==> config.mk <==
export PLATFORM = sky130hd
export DESIGN_NAME = lsu_top
export DESIGN_NICKNAME = d
export VERILOG_FILES = /design/src/lsu_pkg.sv /design/src/lsu_req_if.sv /design/src/lsu_issue.sv /design/src/lsu_access.sv /design/src/lsu_load_align.sv /design/src/lsu_top.sv
export VERILOG_INCLUDE_DIRS = /design/src /design/src/src
export SDC_FILE = /design/constraint.sdc
export NUM_CORES = 1
export LEC_CHECK = 0
export ABC_CLOCK_PERIOD_IN_PS = 11000
export BUFFER_PORTS_ARGS = -buffer_cell sky130_fd_sc_hd__buf_2
export CORE_MARGIN = 10
export CORE_UTILIZATION = 25
export CTS_CLUSTER_SIZE = 30
export DETAILED_ROUTE_END_ITERATION = 6
export MAX_ROUTING_LAYER = met4
export SLEW_MARGIN = 20
export SYNTH_ARGS = -nofsm -noshare
export SYNTH_HDL_FRONTEND = slang
export SYNTH_HIERARCHICAL = 1
export SYNTH_SLANG_ARGS = --single-unit
==> constraint.sdc <==
create_clock -name g_clk -period 11 [get_ports g_clk]
set_input_delay 2.2 -clock g_clk [delete_from_list [all_inputs] [get_ports g_clk]]
set_output_delay 2.2 -clock g_clk [all_outputs]
set_load 0.02 [all_outputs]
==> src/lsu_params.svh <==
// Width defines for the load/store unit
// Address, data bus and byte strobe widths, fixed by the ISA

`ifndef LSU_PARAMS_SVH
`define LSU_PARAMS_SVH

// Byte address of a data access
`define LSU_ADDR_W 64

// Doubleword data bus
`define LSU_DATA_W 64

// One strobe bit per data byte
`define LSU_STRB_W 8

`endif

==> src/lsu_pkg.sv <==
// Shared types for the load/store unit
// Memory operation codes, issue FSM states, address and data types

`default_nettype none

package lsu_pkg;

`include "lsu_params.svh"

    // Load and store opcodes, signed loads first
    typedef enum logic [3:0] {
        LB,
        LH,
        LW,
        LD,
        LBU,
        LHU,
        LWU,
        SB,
        SH,
        SW,
        SD
    } mem_op_e;

    typedef enum logic {
        ISSUE_IDLE,                 // Waiting for a command
        ISSUE_BUSY                  // One access in flight
    } issue_state_e;

    typedef logic [`LSU_ADDR_W-1:0] lsu_addr_t;
    typedef logic [`LSU_DATA_W-1:0] lsu_data_t;

endpackage

`default_nettype wire

==> src/lsu_req_if.sv <==
// Decoded access from the issue stage to the access block
// Modports for the issue side, the access side and a read-only monitor

`timescale 1ns/1ns
`default_nettype none

interface lsu_req_if import lsu_pkg::*; ();

    logic      new_instr;           // First cycle of a new access
    logic      valid;               // Access fields are valid
    lsu_addr_t addr;                // Effective byte address
    lsu_data_t wdata;               // Store data, low aligned
    logic      load;
    logic      store;
    logic      d_double;
    logic      d_word;
    logic      d_half;
    logic      d_byte;
    logic      sext;                // Sign extend load data
    logic      ready;               // Access done this cycle

    modport issue (
        output new_instr, valid, addr, wdata, load, store,
        output d_double, d_word, d_half, d_byte, sext,
        input  ready
    );

    modport access (
        input  new_instr, valid, addr, wdata, load, store,
        input  d_double, d_word, d_half, d_byte, sext,
        output ready
    );

    // Result side only watches the access
    modport monitor (
        input valid, addr, load, d_double, d_word, d_half, d_byte, sext, ready
    );

endinterface

`default_nettype wire

==> src/lsu_issue.sv <==
// Issue stage of the load/store unit
// Command handshake, effective address, opcode decode, one-access FSM

`timescale 1ns/1ns
`default_nettype none

module lsu_issue import lsu_pkg::*; (
    input  wire            g_clk,
    input  wire            g_resetn,
    input  wire            cmd_valid,
    output logic           cmd_ready,
    input  wire mem_op_e   cmd_op,
    input  wire lsu_addr_t cmd_base,
    input  wire lsu_addr_t cmd_offset,
    input  wire lsu_data_t cmd_wdata,
    lsu_req_if.issue       req
);

    issue_state_e state_q;
    issue_state_e state_d;
    logic         accept;
    logic         new_q;
    logic         dec_load;
    logic         dec_store;
    logic         dec_sext;
    logic [3:0]   dec_size;         // One-hot {double, word, half, byte}
    logic         load_q;
    logic         store_q;
    logic         sext_q;
    logic [3:0]   size_q;
    lsu_addr_t    addr_q;
    lsu_data_t    wdata_q;

    assign accept = cmd_valid && cmd_ready;

    always_comb begin
        dec_load  = 1'b0;
        dec_store = 1'b0;
        dec_sext  = 1'b0;
        dec_size  = 4'b0000;
        unique case (cmd_op)
            LB:  begin dec_load  = 1'b1; dec_sext = 1'b1; dec_size = 4'b0001; end
            LH:  begin dec_load  = 1'b1; dec_sext = 1'b1; dec_size = 4'b0010; end
            LW:  begin dec_load  = 1'b1; dec_sext = 1'b1; dec_size = 4'b0100; end
            LD:  begin dec_load  = 1'b1; dec_size = 4'b1000; end
            LBU: begin dec_load  = 1'b1; dec_size = 4'b0001; end
            LHU: begin dec_load  = 1'b1; dec_size = 4'b0010; end
            LWU: begin dec_load  = 1'b1; dec_size = 4'b0100; end
            SB:  begin dec_store = 1'b1; dec_size = 4'b0001; end
            SH:  begin dec_store = 1'b1; dec_size = 4'b0010; end
            SW:  begin dec_store = 1'b1; dec_size = 4'b0100; end
            SD:  begin dec_store = 1'b1; dec_size = 4'b1000; end
            default: dec_size = 4'b0000;    // Unused codes do nothing
        endcase
    end

    always_comb begin
        state_d = state_q;
        case (state_q)
            ISSUE_IDLE: if (accept) state_d = ISSUE_BUSY;
            ISSUE_BUSY: if (req.ready) state_d = ISSUE_IDLE;
            default:    state_d = ISSUE_IDLE;
        endcase
    end

    // Ready is registered so it stays low through reset
    always_ff @(posedge g_clk) begin
        if (!g_resetn) begin
            state_q   <= ISSUE_IDLE;
            cmd_ready <= 1'b0;
            new_q     <= 1'b0;
        end else begin
            state_q   <= state_d;
            cmd_ready <= (state_d == ISSUE_IDLE);
            new_q     <= accept;        // Pulse in first busy cycle
        end
    end

    always_ff @(posedge g_clk) begin
        if (accept) begin
            addr_q  <= cmd_base + cmd_offset;
            wdata_q <= cmd_wdata;
            load_q  <= dec_load;
            store_q <= dec_store;
            sext_q  <= dec_sext;
            size_q  <= dec_size;
        end
    end

    assign req.valid     = (state_q == ISSUE_BUSY);
    assign req.new_instr = new_q;
    assign req.addr      = addr_q;
    assign req.wdata     = wdata_q;
    assign req.load      = load_q;
    assign req.store     = store_q;
    assign req.sext      = sext_q;
    assign req.d_double  = size_q[3];
    assign req.d_word    = size_q[2];
    assign req.d_half    = size_q[1];
    assign req.d_byte    = size_q[0];

endmodule

`default_nettype wire

==> src/lsu_access.sv <==
// Access block of the load/store unit
// Alignment check and trap, data memory request, byte strobes
// and write data positioning on the doubleword bus

`timescale 1ns/1ns
`default_nettype none

`include "lsu_params.svh"

module lsu_access import lsu_pkg::*; (
    input  wire                    g_clk,
    input  wire                    g_resetn,
    lsu_req_if.access              req,
    output logic                   req_sent,
    output logic                   trap_addr,
    output logic                   dmem_req,
    output lsu_addr_t              dmem_addr,
    output logic                   dmem_wen,
    output logic [`LSU_STRB_W-1:0] dmem_strb,
    output lsu_data_t              dmem_wdata,
    input  wire                    dmem_gnt
);

    logic                   finished;       // Request already granted
    logic                   misaligned;
    logic [2:0]             byte_off;       // Byte lane of the access
    logic [5:0]             data_shift;     // Bit offset of that lane
    logic [`LSU_STRB_W-1:0] size_mask;
    logic [`LSU_STRB_W-1:0] strb;

    assign byte_off = req.addr[2:0];

    // Natural alignment for each access size
    assign misaligned = (req.d_double && |byte_off[2:0]) ||
                        (req.d_word   && |byte_off[1:0]) ||
                        (req.d_half   &&  byte_off[0]);

    assign trap_addr = req.valid && misaligned;

    // A new instruction overrides the flag left by the previous access
    assign dmem_req  = req.valid && !misaligned && (req.new_instr || !finished);
    assign req_sent  = dmem_req && dmem_gnt;
    assign req.ready = req_sent || trap_addr;

    always_ff @(posedge g_clk) begin
        if (!g_resetn) begin
            finished <= 1'b0;
        end else if (req_sent) begin
            finished <= 1'b1;
        end else if (req.new_instr) begin
            finished <= 1'b0;
        end
    end

    // Bus addresses are always doubleword aligned
    assign dmem_addr = {req.addr[`LSU_ADDR_W-1:3], 3'b000};
    assign dmem_wen  = req.valid && req.store;

    assign data_shift = {byte_off, 3'b000};
    assign dmem_wdata = req.wdata << data_shift;    // Store data onto its lanes

    // Lanes covered by the access size at offset zero
    always_comb begin
        size_mask = '0;
        if (req.d_double) begin
            size_mask = 8'hff;
        end else if (req.d_word) begin
            size_mask = 8'h0f;
        end else if (req.d_half) begin
            size_mask = 8'h03;
        end else if (req.d_byte) begin
            size_mask = 8'h01;
        end
    end

    assign strb      = size_mask << byte_off;           // Aligned, so no wrap
    assign dmem_strb = (req.valid && req.store) ? strb : '0;

endmodule

`default_nettype wire

==> src/lsu_load_align.sv <==
// Result side of the load/store unit
// Load data extraction and extension, trap and bus error reporting,
// one result pulse per completed access

`timescale 1ns/1ns
`default_nettype none

`include "lsu_params.svh"

module lsu_load_align import lsu_pkg::*; (
    input  wire            g_clk,
    input  wire            g_resetn,
    lsu_req_if.monitor     req,
    input  wire            req_sent,
    input  wire            trap_addr,
    input  wire            dmem_err,
    input  wire lsu_data_t dmem_rdata,
    output logic           result_valid,
    output lsu_data_t      result_data,
    output logic           result_trap,
    output logic           result_err
);

    logic      complete;            // Access finishes this cycle
    logic [5:0] rd_shift;
    lsu_data_t rd_lane;             // Addressed bytes moved to bit 0
    lsu_data_t ld_ext;

    assign complete = req.valid && req.ready;
    assign rd_shift = {req.addr[2:0], 3'b000};
    assign rd_lane  = dmem_rdata >> rd_shift;

    // Cut to access size, then extend
    always_comb begin
        ld_ext = rd_lane;               // Doubleword keeps every byte
        if (req.d_byte) begin
            ld_ext = {{(`LSU_DATA_W-8){req.sext && rd_lane[7]}}, rd_lane[7:0]};
        end else if (req.d_half) begin
            ld_ext = {{(`LSU_DATA_W-16){req.sext && rd_lane[15]}}, rd_lane[15:0]};
        end else if (req.d_word) begin
            ld_ext = {{(`LSU_DATA_W-32){req.sext && rd_lane[31]}}, rd_lane[31:0]};
        end
    end

    always_ff @(posedge g_clk) begin
        if (!g_resetn) begin
            result_valid <= 1'b0;
            result_trap  <= 1'b0;
            result_err   <= 1'b0;
        end else begin
            result_valid <= complete;   // Ready lasts one cycle
            if (complete) begin
                result_trap <= trap_addr;
                result_err  <= req_sent && dmem_err;
            end
        end
    end

    // Stores and trapped accesses return zero
    always_ff @(posedge g_clk) begin
        if (complete) begin
            result_data <= (req.load && req_sent) ? ld_ext : '0;
        end
    end

endmodule

`default_nettype wire

==> src/lsu_top.sv <==
// Top level of the load/store unit
// Issue stage, access block and result side joined by one request interface

`timescale 1ns/1ns
`default_nettype none

`include "lsu_params.svh"

module lsu_top import lsu_pkg::*; (
    input  wire                    g_clk,
    input  wire                    g_resetn,
    input  wire                    cmd_valid,
    output logic                   cmd_ready,
    input  wire mem_op_e           cmd_op,
    input  wire lsu_addr_t         cmd_base,
    input  wire lsu_addr_t         cmd_offset,
    input  wire lsu_data_t         cmd_wdata,
    output logic                   result_valid,
    output lsu_data_t              result_data,
    output logic                   result_trap,
    output logic                   result_err,
    output logic                   dmem_req,
    output lsu_addr_t              dmem_addr,
    output logic                   dmem_wen,
    output logic [`LSU_STRB_W-1:0] dmem_strb,
    output lsu_data_t              dmem_wdata,
    input  wire                    dmem_gnt,
    input  wire                    dmem_err,
    input  wire lsu_data_t         dmem_rdata
);

    logic req_sent;                 // Request granted this cycle
    logic trap_addr;                // Misaligned access

    lsu_req_if u_req_if ();

    lsu_issue u_issue (
        .g_clk      (g_clk),
        .g_resetn   (g_resetn),
        .cmd_valid  (cmd_valid),
        .cmd_ready  (cmd_ready),
        .cmd_op     (cmd_op),
        .cmd_base   (cmd_base),
        .cmd_offset (cmd_offset),
        .cmd_wdata  (cmd_wdata),
        .req        (u_req_if.issue)
    );

    lsu_access u_access (
        .g_clk      (g_clk),
        .g_resetn   (g_resetn),
        .req        (u_req_if.access),
        .req_sent   (req_sent),
        .trap_addr  (trap_addr),
        .dmem_req   (dmem_req),
        .dmem_addr  (dmem_addr),
        .dmem_wen   (dmem_wen),
        .dmem_strb  (dmem_strb),
        .dmem_wdata (dmem_wdata),
        .dmem_gnt   (dmem_gnt)
    );

    lsu_load_align u_load_align (
        .g_clk        (g_clk),
        .g_resetn     (g_resetn),
        .req          (u_req_if.monitor),
        .req_sent     (req_sent),
        .trap_addr    (trap_addr),
        .dmem_err     (dmem_err),
        .dmem_rdata   (dmem_rdata),
        .result_valid (result_valid),
        .result_data  (result_data),
        .result_trap  (result_trap),
        .result_err   (result_err)
    );

endmodule

`default_nettype wire

# ---- After elaboration in Yosys (flattened, before gate mapping)
# Cells that the tools add are included.
dict set report op_classes {
  n_eq_ne 10
  n_reduce_logical 32
  bitwise 2
  n_shift 3
  n_mux 17
  addsub 1
  n_mul 0
  div_mod_pow 0
  n_lt_le_gt_ge 0
}
# cell count
set ops {}
lappend ops {{$mux 64} 3}
lappend ops {{$add 64x64->64} 1}
lappend ops {{$shl 64x6->64} 1}
lappend ops {{$shr 64x6->64} 1}
lappend ops {{$mux 8} 4}
lappend ops {{$eq 4x3->1 const B} 4}
lappend ops {{$pmux 4 s4} 1}
lappend ops {{$logic_and 1x1->1} 15}
lappend ops {{$reduce_or 3->1} 5}
lappend ops {{$eq 4x4->1 const B} 3}
lappend ops {{$eq 4x2->1 const B} 2}
lappend ops {{$mux 1} 8}
lappend ops {{$shl 8x3->8} 1}
lappend ops {{$reduce_or 7->1} 1}
lappend ops {{$eq 4x1->1 const B} 1}
lappend ops {{$logic_not 4->1} 1}
lappend ops {{$logic_or 1x1->1} 4}
lappend ops {{$reduce_or 2->1} 2}
lappend ops {{$reduce_or 4->1} 1}
lappend ops {{$logic_not 1->1} 2}
lappend ops {{$not 1->1} 2}
lappend ops {{$pmux 1 s2} 1}
lappend ops {{$reduce_bool 2->1} 1}
dict set report totals {
  word_cells 79
  output_inout_bits 206
  mem_bits_rw 0
  latchBits 0
  mem_count 0
  reg_bits 206
  input_bits 265
  rom_bits 0
}

# ---- Longest topological paths before layout
# Gate-level depths: netlist of the first run.
dict set report depth {
  word_depth 12
  depth_mapped 11
  mapped_depth_nobuf 11
}

# ---- Hierarchy
# Netlist of the first run, hierarchy kept.
# module seq_area_each_um2 instances area_per_inst_um2 cells_each
set by_module_without_submodules {}
lappend by_module_without_submodules {lsu_issue 4113.9 1 7955.1 703}
lappend by_module_without_submodules {lsu_load_align 1981.9 1 4889.7 431}
lappend by_module_without_submodules {lsu_access 20.0 1 2673.8 331}

# ---- Least setup slack after synthesis of the first run
# OpenSTA, ideal clock, no wires.
dict set report synth_path {
  path_kind {input -> register}
  from {input port cmd_valid}
  to {register u_issue.addr_q[0] (netlist: u_issue/req.addr[0]) (enable)}
  arrival_ps 4898
  path_buffers 0
  setup_time_ps 488
  path_stages 2
  path_slack_ps 5614
  t_required_ps 10512
  path_cell_list {nand2_1 -> inv_1}
}
dict set report synth_between {
  elab_chain_len 1
}
# item line
set synth_rtl {}
lappend synth_rtl {{start, declared} lsu_top.sv:12} ;# input wire cmd_valid,
lappend synth_rtl {{$logic_and 1x1->1} lsu_issue.sv:34} ;# assign accept = cmd_valid && cmd_ready;
lappend synth_rtl {{named net u_issue.accept} lsu_issue.sv:21} ;# logic accept;
lappend synth_rtl {{end signal, assigned} lsu_issue.sv:81} ;# addr_q <= cmd_base + cmd_offset;
lappend synth_rtl {{end, declared} lsu_issue.sv:31} ;# lsu_addr_t addr_q;
# The timed path passes the listed nets, and every way through them passes these cells.
# A chain may end at the register's enable or synchronous reset.

# ---- Final worst setup path of the first run
dict set report layout_path {
  from {register u_issue.addr_q[0] (netlist: u_issue/req.addr[0])}
  to {output port dmem_strb[6]}
}
dict set report layout_between {
  elab_chain_len 2
}
# item line
set layout_rtl {}
lappend layout_rtl {{$shl 8x3->8} lsu_access.sv:76} ;# assign strb = size_mask << byte_off;
lappend layout_rtl {{$mux 8} lsu_access.sv:77} ;# assign dmem_strb = (req.valid && req.store) ? strb : '0;
lappend layout_rtl {{end, declared} lsu_top.sv:25} ;# output logic [`LSU_STRB_W-1:0] dmem_strb,
# Every way passes these cells.

==> flow_summary.ini, run 1 <==
[timing]
setup_violations = 0
drv_slew = 0
timing.final.crit_share = 0.508
fmax_mhz = 179
clock_skew_ns = 0.0207
worstMarginPinSlew_ns = 1.03
rsz0062_at_grt = false
slew_headroom = 0.314
fin_ws_ns = 5.42
min_period_ns = 5.58
timing.setup.tns_ns = 0
hold_violations = 0

[setup_path]
r2r-start = u_issue/req.addr[0]
worstPathMaxFanout = 64
reg2reg_slack_ns = 6.25
arrival_ns = 3.38
critPathCapture = dmem_strb[6]
crit_type = flop to primary output
cp-start-kind = flop
startpoint = u_issue/req.addr[0]
reg2reg_depth = 11
cp.required_ns = 8.80
end_kind = primary output
r2r_end = u_load_align/result_data[16]

[final_layout]
drive_above_1_share = 0.348
stdcell_area_mm2 = 0.0190
nNetsFinal = 2149
post-route-util = 0.308
area_growth_pct = 22.1

[synth]
netlist_area_mm2 = 0.0155
async_reset_ff_frac = 0
ys_types = 89
syn_inst = 1465
synth_compound_area_frac = 0.206
synth-seq-area-share = 0.394
ys_seq_elements = 206
muxShareOfSynthArea = 0.126
synth-edff-count = 199
synth_top_family_by_area = compound AO/OA/AOI/OAI gates
synthSimpleGateAreaFrac = 0.116
avgSynthCellArea_um2 = 10.6
synth_xor_area_frac = 0.0350
synthAdderAreaFrac = 0.0521
yosys_warnings = 6
ys.flop_type = edfxtp_1

[clock_tree]
cts_tree = built
worstSkewPairLatency_ns = 0.59
clockBufferDepth = 3
cts.sinks = 206
cts_setup_buffers = 0
cts.clk_slew.worst_paths_ns = 0.07
ctsResizeCount = 0
numCtsBuffers = 28
cts_hold_buf = 0
htreeDepth = 1
cts-root-buf = clkbuf_16

[global_routing]
grt_max_degree = 77
grt_use_met3 = 0.0410
grt_use_met1 = 0.198
overflow = 0
grt_pass1_vias = 14089
grtUsageMet2 = 0.288
grt_usage = 0.169
antenna_found_initial = 4
grt_pass1_wl_mm = 92.4
busiest_layer = met2

[die]
dieWidth_um = 269
dieArea_mm2 = 0.0724
start_util = 0.252
ios = 471
coreArea_mm2 = 0.0616
num_rows = 91
die_y_um = 269

[route]
first_pass_iters = 7
vias = 13792
drt_iter0_drc = 1277
wire_per_inst_um = 23.7
routed_wl_mm = 63.4
drc_errors = 0
viasPerCell = 5.14
detail-route-antenna-nets = 0

[placement]
port_buffers = 467
place.gp.congestion = 0.969
dp_hpwl_mm = 49.5
dpl_cell_area_mm2 = 0.0180
place_ws_ns = 5.40

[pwr]
power_density_mw_per_mm2 = 132
p_leak_nw = 7.68
peakVddDrop_uv = 118

[outcome]
outcome = completed

[flow_run]
drv_cap = 0

[min_path]
hold_path.class = flop to flop
[flip-flops by register name (all words and copies together), names as in the netlist, 4 cells and up]
register,flops
u_issue/req.addr,64
u_issue/size_q,4
u_load_align/result_data,64
u_issue/req.wdata,64
[stage by stage]
step	instances	total power, mW	hold slack, ns
4_1_cts	2679	2.53	0.517
5_1_grt	2680	2.61	0.547
3_3_place_gp	2627	1.60	0.491
6_report	2681	2.50	0.515
3_5_place_dp	2627	1.61	0.507
2_1_floorplan	1467	1.39	0.491
[worst min-delay path by stage]
stage,from,endpoint,cells past startpoint
after floorplan,u_access/finished,u_access/finished,2
after global placement,u_load_align/result_trap,u_load_align/result_trap,2
after detailed placement,u_load_align/result_err,u_load_align/result_err,2
after CTS,u_load_align/result_err,u_load_align/result_err,2
after global routing,u_load_align/result_err,u_load_align/result_err,2
final,u_load_align/result_err,u_load_align/result_err,2
[critical path, cell delays in order, from the launching register on]
cell and delay, ns:
edfxtp_1 0.32, buf_4 0.46, buf_4 0.79, o22ai_1 0.20, a221o_1 0.41, a211oi_2 0.30
buf_2 0.23
[routing by layer]
layer | routed length [um] | share of wire | up-vias
met3 | 5340 | 0.084 | 66
met5 | 0 | 0 | -
li1 | - | - | 6307
met1 | 25600 | 0.40 | 6711
met2 | 31000 | 0.49 | 708
met4 | 1460 | 0.023 | 0
[cell usage in the layout, fill, tap and decap left out, drive strengths merged, types with 40 or more instances in the layout]
cell type	count
a21o	40
nand2	102
o21ai	58
a21oi	97
o211ai	56
buf	484
ha	63
nor2	81
mux2i	105
edfxtp	199
xnor2	41
[cell families (layout without fill, tap and decap cells)]
group	Yosys count	in the layout
multiplexers	154	154
AND/OR/NAND/NOR	356	356
adder cells (fa/ha/maj)	64	64
other	1	5
XOR/XNOR	62	62
buffers and inverters	185	560
AO/OA/AOI/OAI	437	437
flip-flops	206	206
[area by class of cell]
class	instances	area, um2
Fill cell	6392	42600
Multi-Input combinational cell	1076	8330
Sequential cell	206	6120
Timing Repair Buffer	484	2460
Tap cell	837	1050
Clock buffer	32	716
Clock inverter	20	185
Inverter	24	95.1
Antenna cell	2	5.00
[Yosys cell counts, types with 30 or more instances]
cell	n	area, um2
nand2_1	101	379
ha_1	63	788
a21oi_1	93	465
clkbuf_1	39	146
o21ai_0	48	240
mux2i_1	105	1050
buf_4	77	578
a21o_1	40	300
xnor2_1	41	359
o211ai_2	30	375
a22oi_1	33	248
edfxtp_1	199	5980
nor2_1	80	300
[power by group]
part | internal [mW] | switching [mW]
Combinational | 0.243 | 0.407
Clock | 0.518 | 0.392
Sequential | 0.918 | 0.0267
Total | 1.68 | 0.825
Power figures use the tool's default switching activity.
==> inputs of run 2 (changes only) <==
ABC_CLOCK_PERIOD_IN_PS = 4700   (was 11000)
clock period = 4.7 ns   (was 11 ns; I/O delays follow)
==> flow_summary.ini, run 2 (synthesized netlist as in run 1, its figures left out) <==
[min_path]
hold_path.class = flop to flop
hold_start = u_load_align/result_err

[timing]
setup_violations = 0
clock_skew_ns = 0.0446
slew_headroom = 0.376
min_period_ns = 4.05
fin_ws_ns = 0.646
timing.setup.tns_ns = 0
drv_slew = 0
hold_violations = 0
timing.final.crit_share = 0.862
fmax_mhz = 247
worstMarginPinSlew_ns = 0.936
rsz0062_at_grt = false

[global_routing]
grt_max_degree = 115
antenna_found_initial = 0
grt_pass1_vias = 14291
grt_usage = 0.171
overflow = 0
grt_pass1_wl_mm = 93.8

[final_layout]
fillCellCount = 6411
final_common_cell = buf_2
area_growth_pct = 22.6
drive_above_1_share = 0.348
final_cell_mix = buf_2, edfxtp_1, mux2i_1, nand2_1, a21oi_1
nNetsFinal = 2157

[pwr]
p_leak_nw = 7.72
peakVddDrop_uv = 248
power_density_mw_per_mm2 = 308

[die]
start_util = 0.252
die_y_um = 269
dieWidth_um = 269
coreArea_mm2 = 0.0616
dieArea_mm2 = 0.0724
num_rows = 91
ios = 471

[clock_tree]
htreeDepth = 1
cts_hold_buf = 0
cts.clk_slew.worst_paths_ns = 0.06
cts.sinks = 206
cts-root-buf = clkbuf_16
cts_tree = built
numCtsBuffers = 28
cts_setup_buffers = 0
clockBufferDepth = 3
ctsResizeCount = 0
worstSkewPairLatency_ns = 0.60

[outcome]
outcome = completed

[setup_path]
crit_type = flop to primary output
worstPathMaxFanout = 62
arrival_ns = 3.11
startpoint = u_issue/req.addr[1]
end_kind = primary output
r2r-start = u_issue/size_q[1]
cp-start-kind = flop
cp.required_ns = 3.76

[placement]
place.gp.congestion = 0.956
port_buffers = 467
place_ws_ns = 0.412
dp_hpwl_mm = 49.9

[route]
routed_wl_mm = 63.6
drt_iter0_drc = 1062
detail-route-antenna-nets = 0
wire_per_inst_um = 23.7
vias = 13837
viasPerCell = 5.15
first_pass_iters = 5
drc_errors = 0

[flow_run]
drv_cap = 0
[run 2: cell count changes in the layout (fill, tap and decap cells not counted), sizes merged]
cell / delta
buf: +8
clkinv: +4
clkinvlp: -2
diode: -1
inv: -2
[run 2: worst paths after layout]
path / endpoint / slack [ns] / cells past startpoint
worst min-delay path: u_load_align/result_err / 0.51 / 2
worst max-delay path: dmem_wdata[44] / 0.65 / 4
worst max register to register: u_load_align/result_data[52] / 1.27 / 9
worst min register to register: u_load_align/result_err / 0.51 / 2
[run 2: area by class of cell]
cell class	count	area [um2]	area share
clock buffers	32	716	0.0376
repair buffers	492	2560	0.135
flip-flops and latches	206	6120	0.321
well taps	837	1050	0.0550
multi-input cells	1076	8320	0.437
clock inverters	20	168	0.00881
diodes	1	2.50	0.000132
inverters	24	95.1	0.00500
[run 2: report_power, final]
group	switching (mW)	internal, mW	leakage [nW]	total (mW)
Clock	0.919	1.20	0.425	2.12
Combinational	0.950	0.572	5.51	1.52
Sequential	0.0646	2.15	1.78	2.21
[run 2: critical path, cell delays in order (launching register included)]
cell and delay, ns:
edfxtp_1 0.42, buf_4 0.63, nand2_1 0.76, o22ai_1 0.43, buf_2 0.24
[run 2: per-layer routing]
metal  track usage  vias up  wire (um)
li1              -     6317          -
met1         0.203     6763      26100
met2         0.284      683      30700
met3        0.0415       74       4910
met4        0.0497        0       1890
met5             -        -          0
[run 2: metrics by stage]
step / util / instances / area, um2 / hold slack (ns) / power (mW)
finish: 0.309 / 2688 / 19000 / 0.507 / 5.86
global route: 0.309 / 2687 / 19000 / 0.491 / 6.13
CTS: 0.309 / 2687 / 19000 / 0.479 / 5.94
detailed placement: 0.295 / 2635 / 18100 / 0.499 / 3.77
global placement: 0.295 / 2635 / 18100 / 0.490 / 3.75
floorplan: - / 1467 / 15500 / 0.491 / 3.25
==> inputs of run 3 (changes only) <==
ABC_AREA = 1   (was default)
==> flow_summary.ini, run 3 <==
[route]
drc_errors = 0
routed_wl_mm = 72.0
first_pass_iters = 6
vias = 18314
viasPerCell = 4.54
detail-route-antenna-nets = 0
wire_per_inst_um = 17.9
drt_iter0_drc = 1522

[synth]
netlist_area_mm2 = 0.0180
yosysTopAreaCellShare = 0.333
async_reset_ff_frac = 0
yosysMostFrequentCell = nand2_1
avgSynthCellArea_um2 = 6.64
synth_common_cells = nand2_1, inv_1, edfxtp_1
ys_seq_elements = 206
ys_types = 48
syn_inst = 2704
synth-seq-area-share = 0.341
yosys_warnings = 6
synthTopCellsByArea = edfxtp_1, nand2_1, inv_1
synth-edff-count = 199
yosysTopAreaCell = edfxtp_1
ys.flop_type = edfxtp_1

[pwr]
peakVddDrop_uv = 233
p_leak_nw = 10.9
power_density_mw_per_mm2 = 281

[setup_path]
crit_cells = 4
critical_path.max_stage_delay_ns = 0.66
end_kind = primary output
cp-start-kind = flop
cp.required_ns = 3.76
crit_type = flop to primary output
reg2reg_depth = 10
worstPathMaxFanout = 70
path_buf_inv = 2
path_cells = buf_4 > o21ai_1 > o31ai_1 > buf_2
arrival_ns = 2.79
cp_slowest_cell = buf_4
cp_top_family = buffers and inverters

[global_routing]
grt_use_met3 = 0.0226
grt_use_met1 = 0.199
grt_usage = 0.170
grt_max_degree = 90
grt_pass1_vias = 18002
grtUsageMet2 = 0.299
antenna_found_initial = 5
overflow = 0
busiest_layer = met2
grt_pass1_wl_mm = 107

[clock_tree]
cts-root-buf = clkbuf_16
cts_setup_buffers = 0
htreeDepth = 1
cts.sinks = 206
cts_hold_buf = 0
cts.clk_slew.worst_paths_ns = 0.06
numCtsBuffers = 29
ctsResizeCount = 0
cts_tree = built
clockBufferDepth = 3
worstSkewPairLatency_ns = 0.58

[die]
start_util = 0.252
die_y_um = 288
ios = 471
num_rows = 98
coreArea_mm2 = 0.0714
dieArea_mm2 = 0.0829
dieWidth_um = 288

[final_layout]
area_growth_pct = 19.7
stdcell_area_mm2 = 0.0215
fin_cells = 4031
drive_above_1_share = 0.217
final_cell_mix = nand2_1, buf_2, inv_1, edfxtp_1, nor2_1
final_common_cell = nand2_1
fillCellCount = 7981
nNetsFinal = 3382

[outcome]
outcome = completed

[timing]
drv_slew = 0
timing.setup.tns_ns = 0
min_period_ns = 3.73
worstMarginPinSlew_ns = 0.957
setup_violations = 0
rsz0062_at_grt = false
fmax_mhz = 268
hold_violations = 0
slew_headroom = 0.361
timing.final.crit_share = 0.794
clock_skew_ns = 0.0224

[placement]
numPlacedInstances = 3972
dp_hpwl_mm = 57.5
place.gp.congestion = 0.948
port_buffers = 467
dpl_cell_area_mm2 = 0.0206

[min_path]
hold_path.class = flop to flop
min_delay_path_depth = 2

[flow_run]
drv_cap = 0
-- run 3: power by group --
part	switching [mW]	internal, mW	leakage [nW]
Sequential	0.0507	2.14	1.78
Clock	0.933	1.22	0.438
Combinational	1.17	0.522	8.67
Total	2.16	3.88	10.9
-- run 3: layer usage --
metal / share of wire / up-vias / wire length, um
li1: - / 9204 / -
met1: 0.41 / 8351 / 29400
met2: 0.50 / 639 / 36200
met3: 0.058 / 120 / 4190
met4: 0.032 / 0 / 2280
met5: 0 / - / 0
-- run 3: cell type report --
| type | count | area, um2 | area share |
|---|---|---|---|
| well taps | 950 | 1190 | 0.0553 |
| inverters | 378 | 1430 | 0.0667 |
| flip-flops and latches | 206 | 6120 | 0.284 |
| repair buffers | 482 | 2470 | 0.115 |
| clock inverters | 19 | 155 | 0.00722 |
| clock buffers | 34 | 764 | 0.0356 |
| multi-input cells | 1956 | 9350 | 0.435 |
| diodes | 6 | 15.0 | 0.000698 |
-- run 3: worst reg2reg max path, delay by kind of cell, from the launching register on --
family          cells  cell delay, ns
compound gates      1            0.04
buf+inv             4            1.37
flops               1            0.62
simple gates        5            0.87
-- run 3: final timing paths --
path / startpoint / endpoint / slack (ns)
setup / recovery: u_issue/req.addr[0] / dmem_wdata[47] / 0.97
hold / removal: u_load_align/result_err / u_load_align/result_err / 0.47
setup reg to reg: u_issue/req.addr[0] / u_load_align/result_data[10] / 1.52
hold reg to reg: u_load_align/result_err / u_load_align/result_err / 0.47
-- run 3: kinds of logic (layout without fill, tap and decap cells) --
group           Yosys count  in the layout  synth area share
compound gates          301            301             0.100
xor+xnor                 32             32            0.0156
fa+ha+maj                64             64            0.0450
buf+inv                 544            913             0.140
flops                   206            206             0.341
other cells               1              9          0.000209
simple gates           1556           1556             0.358
-- run 3: metrics by stage --
stage / setup slack (ns) / util / hold slack, ns / total power, mW
after floorplan: 0.411 / - / 0.445 / 3.36
after global placement: 1.45 / 0.288 / 0.464 / 3.92
after detailed placement: 1.41 / 0.288 / 0.465 / 3.92
after CTS: 0.941 / 0.301 / 0.473 / 6.13
after global routing: 0.784 / 0.301 / 0.492 / 6.39
final: 0.969 / 0.301 / 0.473 / 6.04
